$ cat src/mma_pkg.sv
/*
 * Matrix multiply accelerator shared types
 * Link byte, matrix word and dimension widths plus the command codes
 * carried on the byte stream
 */
package mma_pkg;

    typedef logic [7:0] byte_t;           // One link byte
    typedef logic signed [31:0] word_t;   // Matrix value or transferred word
    typedef logic [15:0] dim_t;           // Dimension or element index

    // Codes seen on the link, both directions
    typedef enum logic [7:0] {
        CMD_LOAD_A   = 8'h01,             // Host sends matrix A
        CMD_LOAD_B   = 8'h02,             // Host sends matrix B
        CMD_MULTIPLY = 8'h03,             // Compute R = A * B
        CMD_READ_R   = 8'h04,             // Host asks for R
        RSP_DONE     = 8'h05,             // Multiply finished
        RSP_ACK      = 8'h06,             // Load accepted
        RSP_ERR      = 8'hAA              // Dimension mismatch
    } cmd_e;

endpackage

$ cat src/mac_unit.sv
/*
 * Dot-product MAC
 * Pipelined signed multiplier feeding a wrapping 32-bit accumulator
 */
`timescale 1ns/10ps

module mac_unit
    import mma_pkg::*;
#(
    parameter int MAC_LATENCY = 3      // Multiplier stages
) (
    input  logic  CLK100MHZ,
    input  logic  rst_i,
    input  word_t op_a_i,
    input  word_t op_b_i,
    input  logic  op_valid_i,
    input  logic  op_last_i,           // Final pair of this dot product
    output word_t sum_o,
    output logic  sum_valid_o          // MAC_LATENCY + 1 after last pair
);

    word_t                  prod_q [MAC_LATENCY];   // Product pipeline
    logic [MAC_LATENCY-1:0] vld_q;                  // Valid per stage
    logic [MAC_LATENCY-1:0] last_q;                 // Last flag per stage
    word_t                  acc_q;                  // Running sum

    always_ff @(posedge CLK100MHZ) begin
        prod_q[0] <= op_a_i * op_b_i;               // Low 32 bits, wraps
        for (int s = 1; s < MAC_LATENCY; s++) begin
            prod_q[s] <= prod_q[s-1];
        end
    end

    always_ff @(posedge CLK100MHZ) begin
        sum_valid_o <= 1'b0;
        if (rst_i) begin
            vld_q  <= '0;
            last_q <= '0;
            acc_q  <= '0;
        end else begin
            vld_q[0]  <= op_valid_i;
            last_q[0] <= op_valid_i & op_last_i;
            for (int s = 1; s < MAC_LATENCY; s++) begin
                vld_q[s]  <= vld_q[s-1];
                last_q[s] <= last_q[s-1];
            end
            if (vld_q[MAC_LATENCY-1]) begin
                if (last_q[MAC_LATENCY-1]) begin
                    sum_o       <= acc_q + prod_q[MAC_LATENCY-1];
                    sum_valid_o <= 1'b1;
                    acc_q       <= '0;                        // Ready for next element
                end else begin
                    acc_q <= acc_q + prod_q[MAC_LATENCY-1];
                end
            end
        end
    end

endmodule

$ cat config.mk
export PLATFORM = sky130hd
export DESIGN_NAME = mac_unit
export DESIGN_NICKNAME = d
export VERILOG_FILES = /design/src/mma_pkg.sv /design/src/mac_unit.sv
export SDC_FILE = /design/constraint.sdc
export NUM_CORES = 1
export LEC_CHECK = 0
export BUFFER_PORTS_ARGS = -buffer_cell sky130_fd_sc_hd__buf_4
export CORE_MARGIN = 1
export CORE_UTILIZATION = 35
export CTS_CLUSTER_DIAMETER = 60
export DETAILED_ROUTE_END_ITERATION = 12
export HOLD_SLACK_MARGIN = 0.03
export PLACE_DENSITY = 0.48
export SETUP_SLACK_MARGIN = 0.1
export SYNTH_ARGS = -nofsm -noshare
export SYNTH_HDL_FRONTEND = slang
export SYNTH_SLANG_ARGS = --single-unit
$ cat constraint.sdc
create_clock -name CLK100MHZ -period 19.04 [get_ports CLK100MHZ]
set_input_delay 3.808 -clock CLK100MHZ [delete_from_list [all_inputs] [get_ports CLK100MHZ]]
set_output_delay 3.808 -clock CLK100MHZ [all_outputs]
set_load 0.005 [all_outputs]
=== Word level (Yosys, flattened, before mapping) ===
Memories as Yosys holds them, arrays and structs flattened.
Cells that the tools add are included.

* ROM bits: 0
* Memory bits (writable): 96
* Memories: 1
* Flip-flop bits (word level): 71
* Bits in latches: 0
* Output and inout bits: 33
* Logic and storage cells: 15

{| class="wikitable"
|+ Memory list
! name !! depth !! bits a word !! rd ports !! clocked after memory_dff !! wr ports !! line !! text
|-
| prod_q || 3 || 32 || 3 || 0 || 3 || mac_unit.sv:22 || <nowiki>word_t prod_q [MAC_LATENCY];</nowiki>
|}

* Magnitude comparators: 0
* Multipliers: 1
* Divide/modulo/power cells: 0
* Shift-type cells: 0
* Bitwise logic cells: 3
* Equal/unequal tests: 0
* Muxes and demuxes: 2
* Reductions and logical operators: 2
* $add $sub $neg: 1

{| class="wikitable"
|+ Operator list
! kind !! count
|-
| adder 32 bit || 1
|-
| multiplier 32 x 32 -> 32 bit || 1
|-
| two-way mux 32 bit || 1
|-
| AND reduction 3 bit || 1
|-
| inverter 1 bit || 2
|-
| OR reduction 2 bit || 1
|-
| bitwise AND 1 bit || 1
|-
| two-way mux 1 bit || 1
|}

=== Longest topological paths before layout ===
Gate-level depths: netlist of the first run.

* Depth in word-level cells: 2
* Depth in mapped cells: 29
* Depth with buffers taken out: 27

=== Worst setup path after synthesis of the first run ===
Ideal clock, no wire load.

* Kind: input -> register
* Start point: in op_a_i[12]
* End point: mem prod_q[0][30] in the netlist's numbering
* Setup slack: 8.583 ns
* Stages: 24
* Arrival time: 10.395 ns
* Cell sequence: clkbuf_1 clkbuf_1 and2_1 fa_1 fa_1 fa_1 inv_1 fa_1 inv_1 fa_1 inv_1 fa_1 inv_1 fa_1 fa_1 ha_1 a21oi_1 o21bai_1 a221o_1 a21oi_1 o21ai_1 a311o_1 a2111o_1 nand3_1

{| class="wikitable"
|+ RTL lines
! element !! line !! text
|-
| from (decl) || mac_unit.sv:14 || <nowiki>input word_t op_a_i,</nowiki>
|-
| to (decl) || mac_unit.sv:22 ||
|}

==> impl_metrics.yaml, run 1 <==
critical_path:
  worstPathArrival_ps: 10640
  worst-endpoint-required_ps: 19410
  start_kind: "primary input"
  end_kind: "flop"
  critPathMaxFanout: 30
  critical_path_class: "primary input to flop"
placement:
  globalplace.congestion: 0.8519
  place.port_buffers: 100
  dp_hpwl_mm: 44.41
  dp.cells: 3129
clocking:
  clkTransAtPathRegs_ps: 60
  holdBufCountCts: 0
  clock_insertion_delay_worst_skew_ps: 430
  clock_tree_from_tritoncts: "built"
  clock-sinks: 167
  cts_resized: 0
  htreeDepth: 4
  postCtsSetupRepairBufs: 0
  cts_buf_count: 17
  cts-root-to-sink-buffers: 2
  root_buffer: "sky130_fd_sc_hd__clkbuf_16"
global_route:
  number_of_global_route_vias_before_repair: 15800
  grt_remaining_overflow: 0
  grt_pass1_wl_mm: 87.55
  grt_antenna_before_repair: 0
  tot_gr_track_use: 0.1758
  grt_max_degree: 40
logic_synthesis:
  ys_dominant_reg_cell: "sky130_fd_sc_hd__dfxtp_1"
  leading_cell_type_by_number_of_instances_after_synthesis: "sky130_fd_sc_hd__inv_1"
  yosysTopAreaCell: "sky130_fd_sc_hd__fa_1"
  postSynthNetCount: 2949
  post_synth_instance_area_um2: 22120
  fraction_of_registers_with_async_set_or_reset_after_synthesis: 0
  synth.top_cells.by_count: "438 x sky130_fd_sc_hd__inv_1, 409 x sky130_fd_sc_hd__fa_1, 351 x sky130_fd_sc_hd__and2_1"
  netlist.area_leader.share: 0.3701
  synth-warning-count: 0
  synth_cell_types: 62
  number_of_flops_mapped_to_enable_cells_by_yosys: 32
  postSynthCellCount: 2291
  post_synth_main_area_contributors: "sky130_fd_sc_hd__fa_1 37%, sky130_fd_sc_hd__dfxtp_1 12%, sky130_fd_sc_hd__ha_1 10%"
  ys_ff_latch: 167
  yosysSeqAreaShare: 0.1656
  post_synth.cell_area_avg_um2: 9.657
layout:
  areaGrowthSynthToFinish_pct: 9.122
  num-fill-cells: 6282
  post_layout_nets: 2969
  post_route_cells_drive_above_1_share: 0.06239
  antennaDiodeCount: 0
  instances_no_fill: 3161
timing:
  finalMaxSlewViolations: 0
  report.final.setup_viol: 0
  finalCritPeriodShare: 0.5395
  min_period_ps: 10270
  clock-skew-final_ps: 9.853
  grt_setup_unrepaired: "false"
  slew-limit-headroom: 0.4341
  achievable-frequency_mhz: 97.35
  finalSetupTns_ps: 0
  final_hold_viol_count: 0
  worstMarginPinSlew_ps: 848.8
die:
  fp.dieW_um: 253.4
  chipHeight_um: 253.4
  die_area_um2: 64220
  ioPinCount: 101
  initial_utilization: 0.3565
  placement_rows: 91
  core_area_um2: 62050
worst_hold_path:
  hold_path_class: "flop to flop"
route:
  vias: 14500
  detail_route.wirelength_mm: 53.17
  drtAntennaViolNets: 0
  detail_route.iter0.violations: 512
  detail_route.vias_per_cell: 4.587
  firstDrtPassIters: 5
  drc: 0
  routedWlPerCell_um: 16.82
job:
  drv.max_cap_violation_count: 0
outcome:
  run_status: "completed"
[cell usage in the layout, fill, tap and decap left out, drive strengths merged, types with 8 or more instances in the layout]
cell type	n
a21o	29
and2	351
ha	181
o21ai	17
o21a	12
dfxtp	135
a211oi	9
fa	409
o21bai	9
nor2	54
xnor2	87
edfxtp	32
nand2	194
xor2	26
clkbuf	19
nor2b	39
nand3	10
a21oi	66
nor3	14
buf	101
and3	8
inv	445
[layer usage]
layer | vias up | GRT usage | share of wire
met4 | 0 | 0.04294 | 0.018
met2 | 205 | 0.2897 | 0.46
met3 | 38 | 0.01275 | 0.024
met1 | 7325 | 0.2495 | 0.49
met5 | - | 0 | 0
li1 | 6931 | - | -
[metrics by stage]
stage / cell area, um2 / hold slack (ps) / setup WS, ps / util
global placement: 23530 / 309.8 / 8421 / 0.3793
finish: 24140 / 321.8 / 8767 / 0.3891
detailed placement: 23530 / 312.1 / 8351 / 0.3793
global route: 24140 / 327.0 / 8565 / 0.3891
CTS: 24140 / 323.2 / 8813 / 0.3891
floorplan: 22130 / 309.6 / 8583 / -
[critical path: stages]
cell	delay, ps
sky130_fd_sc_hd__buf_4	210
sky130_fd_sc_hd__and2_1	190
sky130_fd_sc_hd__fa_1	490
sky130_fd_sc_hd__fa_1	490
sky130_fd_sc_hd__inv_1	50
sky130_fd_sc_hd__fa_1	490
sky130_fd_sc_hd__fa_1	560
sky130_fd_sc_hd__inv_1	60
sky130_fd_sc_hd__fa_1	500
sky130_fd_sc_hd__inv_1	60
sky130_fd_sc_hd__fa_1	530
sky130_fd_sc_hd__inv_1	50
sky130_fd_sc_hd__fa_1	490
sky130_fd_sc_hd__fa_1	420
sky130_fd_sc_hd__ha_1	340
sky130_fd_sc_hd__a21oi_1	250
sky130_fd_sc_hd__o21bai_1	100
sky130_fd_sc_hd__a221o_1	300
sky130_fd_sc_hd__a21oi_1	130
sky130_fd_sc_hd__o21ai_1	180
sky130_fd_sc_hd__a311o_1	450
sky130_fd_sc_hd__a2111o_1	420
sky130_fd_sc_hd__nand3_1	80
[kinds of logic after synthesis]
family	share of synthesized area
buffers and inverters	0.09229
DFF	0.1656
muxes	0.0004524
and+or+nand+nor	0.1709
AOI/OAI and AO/OA	0.05361
adders and majority gates	0.4724
xor gates and xnor gates	0.04473
[state kept, by name (all words and copies together) (netlist names)]
register     cells
prod_q          96
acc_q           32
sum_o           32
last_q           3
vld_q            3
sum_valid_o      1
[cell type report]
class | count | area [um2] | share of cell area
Clock buffer | 19 | 454.2 | 0.01881
Tap cell | 837 | 1047 | 0.04338
Multi-Input combinational cell | 1586 | 16420 | 0.6801
Sequential cell | 167 | 3665 | 0.1518
Inverter | 438 | 1644 | 0.06810
Timing Repair Buffer | 101 | 758.2 | 0.03141
Clock inverter | 13 | 155.1 | 0.006426
[worst paths after layout]
kind / startpoint / to / slack, ps / cells past startpoint
max: op_b_i[2] / prod_q[0][30]$_DFF_P_ / 8770 / 23
min: prod_q[0][14]$_DFF_P_ / prod_q[0][46]$_DFF_P_ / 320 / 0
max reg2reg: acc_q[0]$_SDFFE_PP0P_ / sum_o[30]$_DFFE_PP_ / 15480 / 10
min reg2reg: prod_q[0][14]$_DFF_P_ / prod_q[0][46]$_DFF_P_ / 320 / 0
Power of run 1 is left out: the tool's default activity adds up to more than one toggle a clock period on the data nets, which glitch-free logic cannot reach.
==> run 2, diff against run 1 <==
- PLACE_DENSITY: 0.48 -> 0.5
- clock period: 19.04 -> 9.4 ns (I/O delays scaled with it)
==> impl_metrics.yaml, run 2 (same netlist as run 1, synthesis figures left out) <==
critical_path:
  critical_path_class: "primary input to flop"
  start_kind: "primary input"
  worstPathArrival_ps: 8740
  worst-endpoint-required_ps: 9760
  end_kind: "flop"
  critPathMaxFanout: 29
layout:
  post_route_cells_drive_above_1_share: 0.06320
  final_common_cell: "sky130_fd_sc_hd__inv_1"
  post_layout_nets: 2971
  design_area_um2: 24120
  mostFrequentLayoutCells: "438 x sky130_fd_sc_hd__inv_1, 409 x sky130_fd_sc_hd__fa_1, 351 x sky130_fd_sc_hd__and2_1"
  areaGrowthSynthToFinish_pct: 9.003
  num-fill-cells: 6203
  antennaDiodeCount: 0
  largest_reg_flops: 96
  postLayoutCoreUtil: 0.3886
  layout_top_registers: "prod_q x96, acc_q x32, sum_o x32"
  top_register: "prod_q"
timing:
  clock-skew-final_ps: 6.724
  finalMaxSlewViolations: 0
  finalSetupTns_ps: 0
  worstMarginPinSlew_ps: 848.4
  final_hold_viol_count: 0
  post-route-worst-setup-slack_ps: 1020
  grt_setup_unrepaired: "false"
  report.final.setup_viol: 0
  finalCritPeriodShare: 0.8915
  min_period_ps: 8380
  slew-limit-headroom: 0.4344
  achievable-frequency_mhz: 119.3
job:
  drv.max_cap_violation_count: 0
clocking:
  cts_buf_count: 17
  cts-root-to-sink-buffers: 2
  holdBufCountCts: 0
  clock_tree_from_tritoncts: "built"
  clkTransAtPathRegs_ps: 60
  clock-sinks: 167
  cts_resized: 0
  postCtsSetupRepairBufs: 0
  clock_insertion_delay_worst_skew_ps: 420
  htreeDepth: 4
  root_buffer: "sky130_fd_sc_hd__clkbuf_16"
route:
  vias: 14500
  detail_route.vias_per_cell: 4.583
  firstDrtPassIters: 5
  detail_route.iter0.violations: 642
  detail_route.wirelength_mm: 52.61
  drtAntennaViolNets: 0
  routedWlPerCell_um: 16.63
  drc: 0
global_route:
  grt_pass1_wl_mm: 86.39
  grt_antenna_before_repair: 1
  grt_remaining_overflow: 0
  number_of_global_route_vias_before_repair: 15810
  grt_max_degree: 40
  tot_gr_track_use: 0.1721
die:
  core_area_um2: 62050
  fp.dieW_um: 253.4
  die_area_um2: 64220
  placement_rows: 91
  initial_utilization: 0.3565
  chipHeight_um: 253.4
  ioPinCount: 101
placement:
  globalplace.congestion: 0.8885
  dp_hpwl_mm: 44.03
  post-place-ws_ps: 613.2
  placed_instance_area_um2: 23550
  place.port_buffers: 100
worst_hold_path:
  hold_path_class: "flop to flop"
outcome:
  run_status: "completed"
run 2: worst paths after layout:
check	depth (start not counted)	endpoint	startpoint	slack, ps
max	23	prod_q[0][30]$_DFF_P_	op_b_i[3]	1020
min	0	prod_q[0][48]$_DFF_P_	prod_q[0][16]$_DFF_P_	320
min reg2reg	0	prod_q[0][48]$_DFF_P_	prod_q[0][16]$_DFF_P_	320
max reg2reg	10	sum_o[30]$_DFFE_PP_	acc_q[0]$_SDFFE_PP0P_	5750
run 2: routing by layer:
metal  vias up  track usage  share of wire
li1       6946            -              -
met1      7295       0.2441           0.50
met2       214       0.2888           0.47
met3        40     0.009663          0.022
met4         0      0.03636          0.014
met5         -            0              0
run 2: critical path: stages:
cell	delay, ps
sky130_fd_sc_hd__buf_4	270
sky130_fd_sc_hd__and2_1	200
sky130_fd_sc_hd__fa_1	430
sky130_fd_sc_hd__fa_1	490
sky130_fd_sc_hd__inv_1	50
sky130_fd_sc_hd__fa_1	500
sky130_fd_sc_hd__fa_1	590
sky130_fd_sc_hd__inv_1	60
sky130_fd_sc_hd__fa_1	490
sky130_fd_sc_hd__inv_1	50
sky130_fd_sc_hd__fa_1	530
sky130_fd_sc_hd__inv_1	50
sky130_fd_sc_hd__fa_1	490
sky130_fd_sc_hd__fa_1	410
sky130_fd_sc_hd__ha_1	350
sky130_fd_sc_hd__a21oi_1	240
sky130_fd_sc_hd__o21bai_1	90
sky130_fd_sc_hd__a221o_1	300
sky130_fd_sc_hd__a21oi_1	140
sky130_fd_sc_hd__o21ai_1	180
sky130_fd_sc_hd__a311o_1	450
sky130_fd_sc_hd__a2111o_1	430
sky130_fd_sc_hd__nand3_1	70
run 2: final cells by class:
cell class | count | area [um2] | share of cell area
Multi-Input combinational cell | 1586 | 16420 | 0.6808
Sequential cell | 167 | 3665 | 0.1520
Inverter | 438 | 1644 | 0.06817
Tap cell | 837 | 1047 | 0.04342
Timing Repair Buffer | 103 | 773.2 | 0.03206
Clock buffer | 22 | 484.2 | 0.02008
Clock inverter | 10 | 83.83 | 0.003476
run 2: through the flow:
step,cells,hold slack (ps)
2_1_floorplan,2291,309.6
3_3_place_gp,3131,310.5
3_5_place_dp,3131,312.1
4_1_cts,3163,323.4
5_1_grt,3163,326.9
6_report,3163,323.0
Power of run 2 is left out for the same reason.
==> run 3, diff against run 2 <==
- CTS_BUF_LIST: default -> sky130_fd_sc_hd__clkbuf_4 sky130_fd_sc_hd__clkbuf_8
==> impl_metrics.yaml, run 3 (same netlist as run 1, synthesis figures left out) <==
outcome:
  run_status: "completed"
die:
  placement_rows: 91
  die_area_um2: 64220
  fp.dieW_um: 253.4
  ioPinCount: 101
  core_area_um2: 62050
  initial_utilization: 0.3565
  chipHeight_um: 253.4
route:
  detail_route.iter0.violations: 635
  detail_route.vias_per_cell: 4.583
  firstDrtPassIters: 5
  detail_route.wirelength_mm: 52.56
  drtAntennaViolNets: 0
  drc: 0
  vias: 14500
  routedWlPerCell_um: 16.62
global_route:
  grt_pass1_wl_mm: 86.36
  grt_max_degree: 40
  grt_remaining_overflow: 0
  number_of_global_route_vias_before_repair: 15820
  tot_gr_track_use: 0.1721
  grt_antenna_before_repair: 1
critical_path:
  start_kind: "primary input"
  worst_r2r_endpoint: "sum_o[30]$_DFFE_PP_"
  r2r_startpoint: "acc_q[0]$_SDFFE_PP0P_"
  timing.reg2reg.worst_path_depth: 10
  critPathMaxFanout: 29
  r2r_setup_slack_ps: 5730
  critical_path_class: "primary input to flop"
  worstPathArrival_ps: 8730
  end_kind: "flop"
  worst-endpoint-required_ps: 9790
clocking:
  holdBufCountCts: 0
  cts-root-to-sink-buffers: 2
  clkTransAtPathRegs_ps: 90
  root_buffer: "sky130_fd_sc_hd__clkbuf_8"
  htreeDepth: 4
  clock-sinks: 167
  clock_insertion_delay_worst_skew_ps: 450
  clock_tree_from_tritoncts: "built"
  postCtsSetupRepairBufs: 0
  cts_buf_count: 17
  cts_resized: 0
layout:
  largest_reg_flops: 96
  final_common_cell: "sky130_fd_sc_hd__inv_1"
  top_register: "prod_q"
  post_route_cells_drive_above_1_share: 0.06363
  mostFrequentLayoutCells: "438 x sky130_fd_sc_hd__inv_1, 409 x sky130_fd_sc_hd__fa_1, 351 x sky130_fd_sc_hd__and2_1"
  layout_top_registers: "prod_q x96, acc_q x32, sum_o x32"
  post_layout_nets: 2971
  areaGrowthSynthToFinish_pct: 8.155
  num-fill-cells: 6218
  instances_no_fill: 3163
  antennaDiodeCount: 0
placement:
  dp_hpwl_mm: 44.03
  dp.cells: 3131
  globalplace.congestion: 0.8885
  place.port_buffers: 100
timing:
  timing.hold.ws_ps: 324.6
  min_period_ps: 8334
  finalSetupTns_ps: 0
  finalCritPeriodShare: 0.8866
  slew-limit-headroom: 0.4456
  clock-skew-final_ps: 11.53
  worstMarginPinSlew_ps: 831.6
  final_hold_viol_count: 0
  report.final.setup_viol: 0
  achievable-frequency_mhz: 120.0
  grt_setup_unrepaired: "false"
  finalMaxSlewViolations: 0
worst_hold_path:
  min_path_cells: 0
  timing.hold.worst.start: "prod_q[0][25]$_DFF_P_"
  hold-path-endpoint: "prod_q[0][57]$_DFF_P_"
  hold_path_class: "flop to flop"
job:
  drv.max_cap_violation_count: 0
==> run 3: cell counts in the layout (fill, tap and decap cells not counted) <==
Identical to the previous run, type by type.
==> run 3: area by class of cell <==
cell class,instances,area [um2],area share
clock buffer,22,296.5,0.01239
clock inverter,10,83.83,0.003503
inverter,438,1644,0.06871
multi-input combinational,1586,16420,0.6862
sequential,167,3665,0.1532
tap,837,1047,0.04376
timing repair buffer,103,773.2,0.03231
==> run 3: metrics by stage <==
| stage | util | setup WS (ps) | instance area [um2] |
|---|---|---|---|
| after floorplan | - | 870.7 | 22130 |
| after global placement | 0.3795 | 683.6 | 23550 |
| after detailed placement | 0.3795 | 613.2 | 23550 |
| after CTS | 0.3856 | 1111 | 23930 |
| after global routing | 0.3856 | 839.5 | 23930 |
| final | 0.3856 | 1066 | 23930 |
==> run 3: how the worst max path moves through the flow <==
stage                                  to  slack, ps  cells past startpoint  startpoint
floorplan           prod_q[0][30]$_DFF_P_        870                     24  op_a_i[12]
global placement    prod_q[0][30]$_DFF_P_        680                     23   op_b_i[4]
detailed placement  prod_q[0][30]$_DFF_P_        610                     23   op_b_i[3]
CTS                 prod_q[0][30]$_DFF_P_       1110                     23   op_b_i[3]
global route        prod_q[0][30]$_DFF_P_        840                     23   op_b_i[3]
finish              prod_q[0][30]$_DFF_P_       1070                     23   op_b_i[3]
==> run 3: routing by layer <==
layer,global-route usage,part of all wire,vias up
met2,0.2892,0.47,203
met3,0.009868,0.021,39
met5,0,0,-
li1,-,-,6943
met4,0.03567,0.013,0
met1,0.2439,0.50,7312
==> run 3: worst max-delay path, stage by stage <==
cell,delay (ps)
sky130_fd_sc_hd__buf_4,270
sky130_fd_sc_hd__and2_1,200
sky130_fd_sc_hd__fa_1,430
sky130_fd_sc_hd__fa_1,490
sky130_fd_sc_hd__inv_1,50
sky130_fd_sc_hd__fa_1,500
sky130_fd_sc_hd__fa_1,590
sky130_fd_sc_hd__inv_1,60
sky130_fd_sc_hd__fa_1,490
sky130_fd_sc_hd__inv_1,50
sky130_fd_sc_hd__fa_1,530
sky130_fd_sc_hd__inv_1,50
sky130_fd_sc_hd__fa_1,490
sky130_fd_sc_hd__fa_1,410
sky130_fd_sc_hd__ha_1,350
sky130_fd_sc_hd__a21oi_1,240
sky130_fd_sc_hd__o21bai_1,90
sky130_fd_sc_hd__a221o_1,290
sky130_fd_sc_hd__a21oi_1,140
sky130_fd_sc_hd__o21ai_1,170
sky130_fd_sc_hd__a311o_1,450
sky130_fd_sc_hd__a2111o_1,430
sky130_fd_sc_hd__nand3_1,70
Power of run 3 is left out for the same reason.
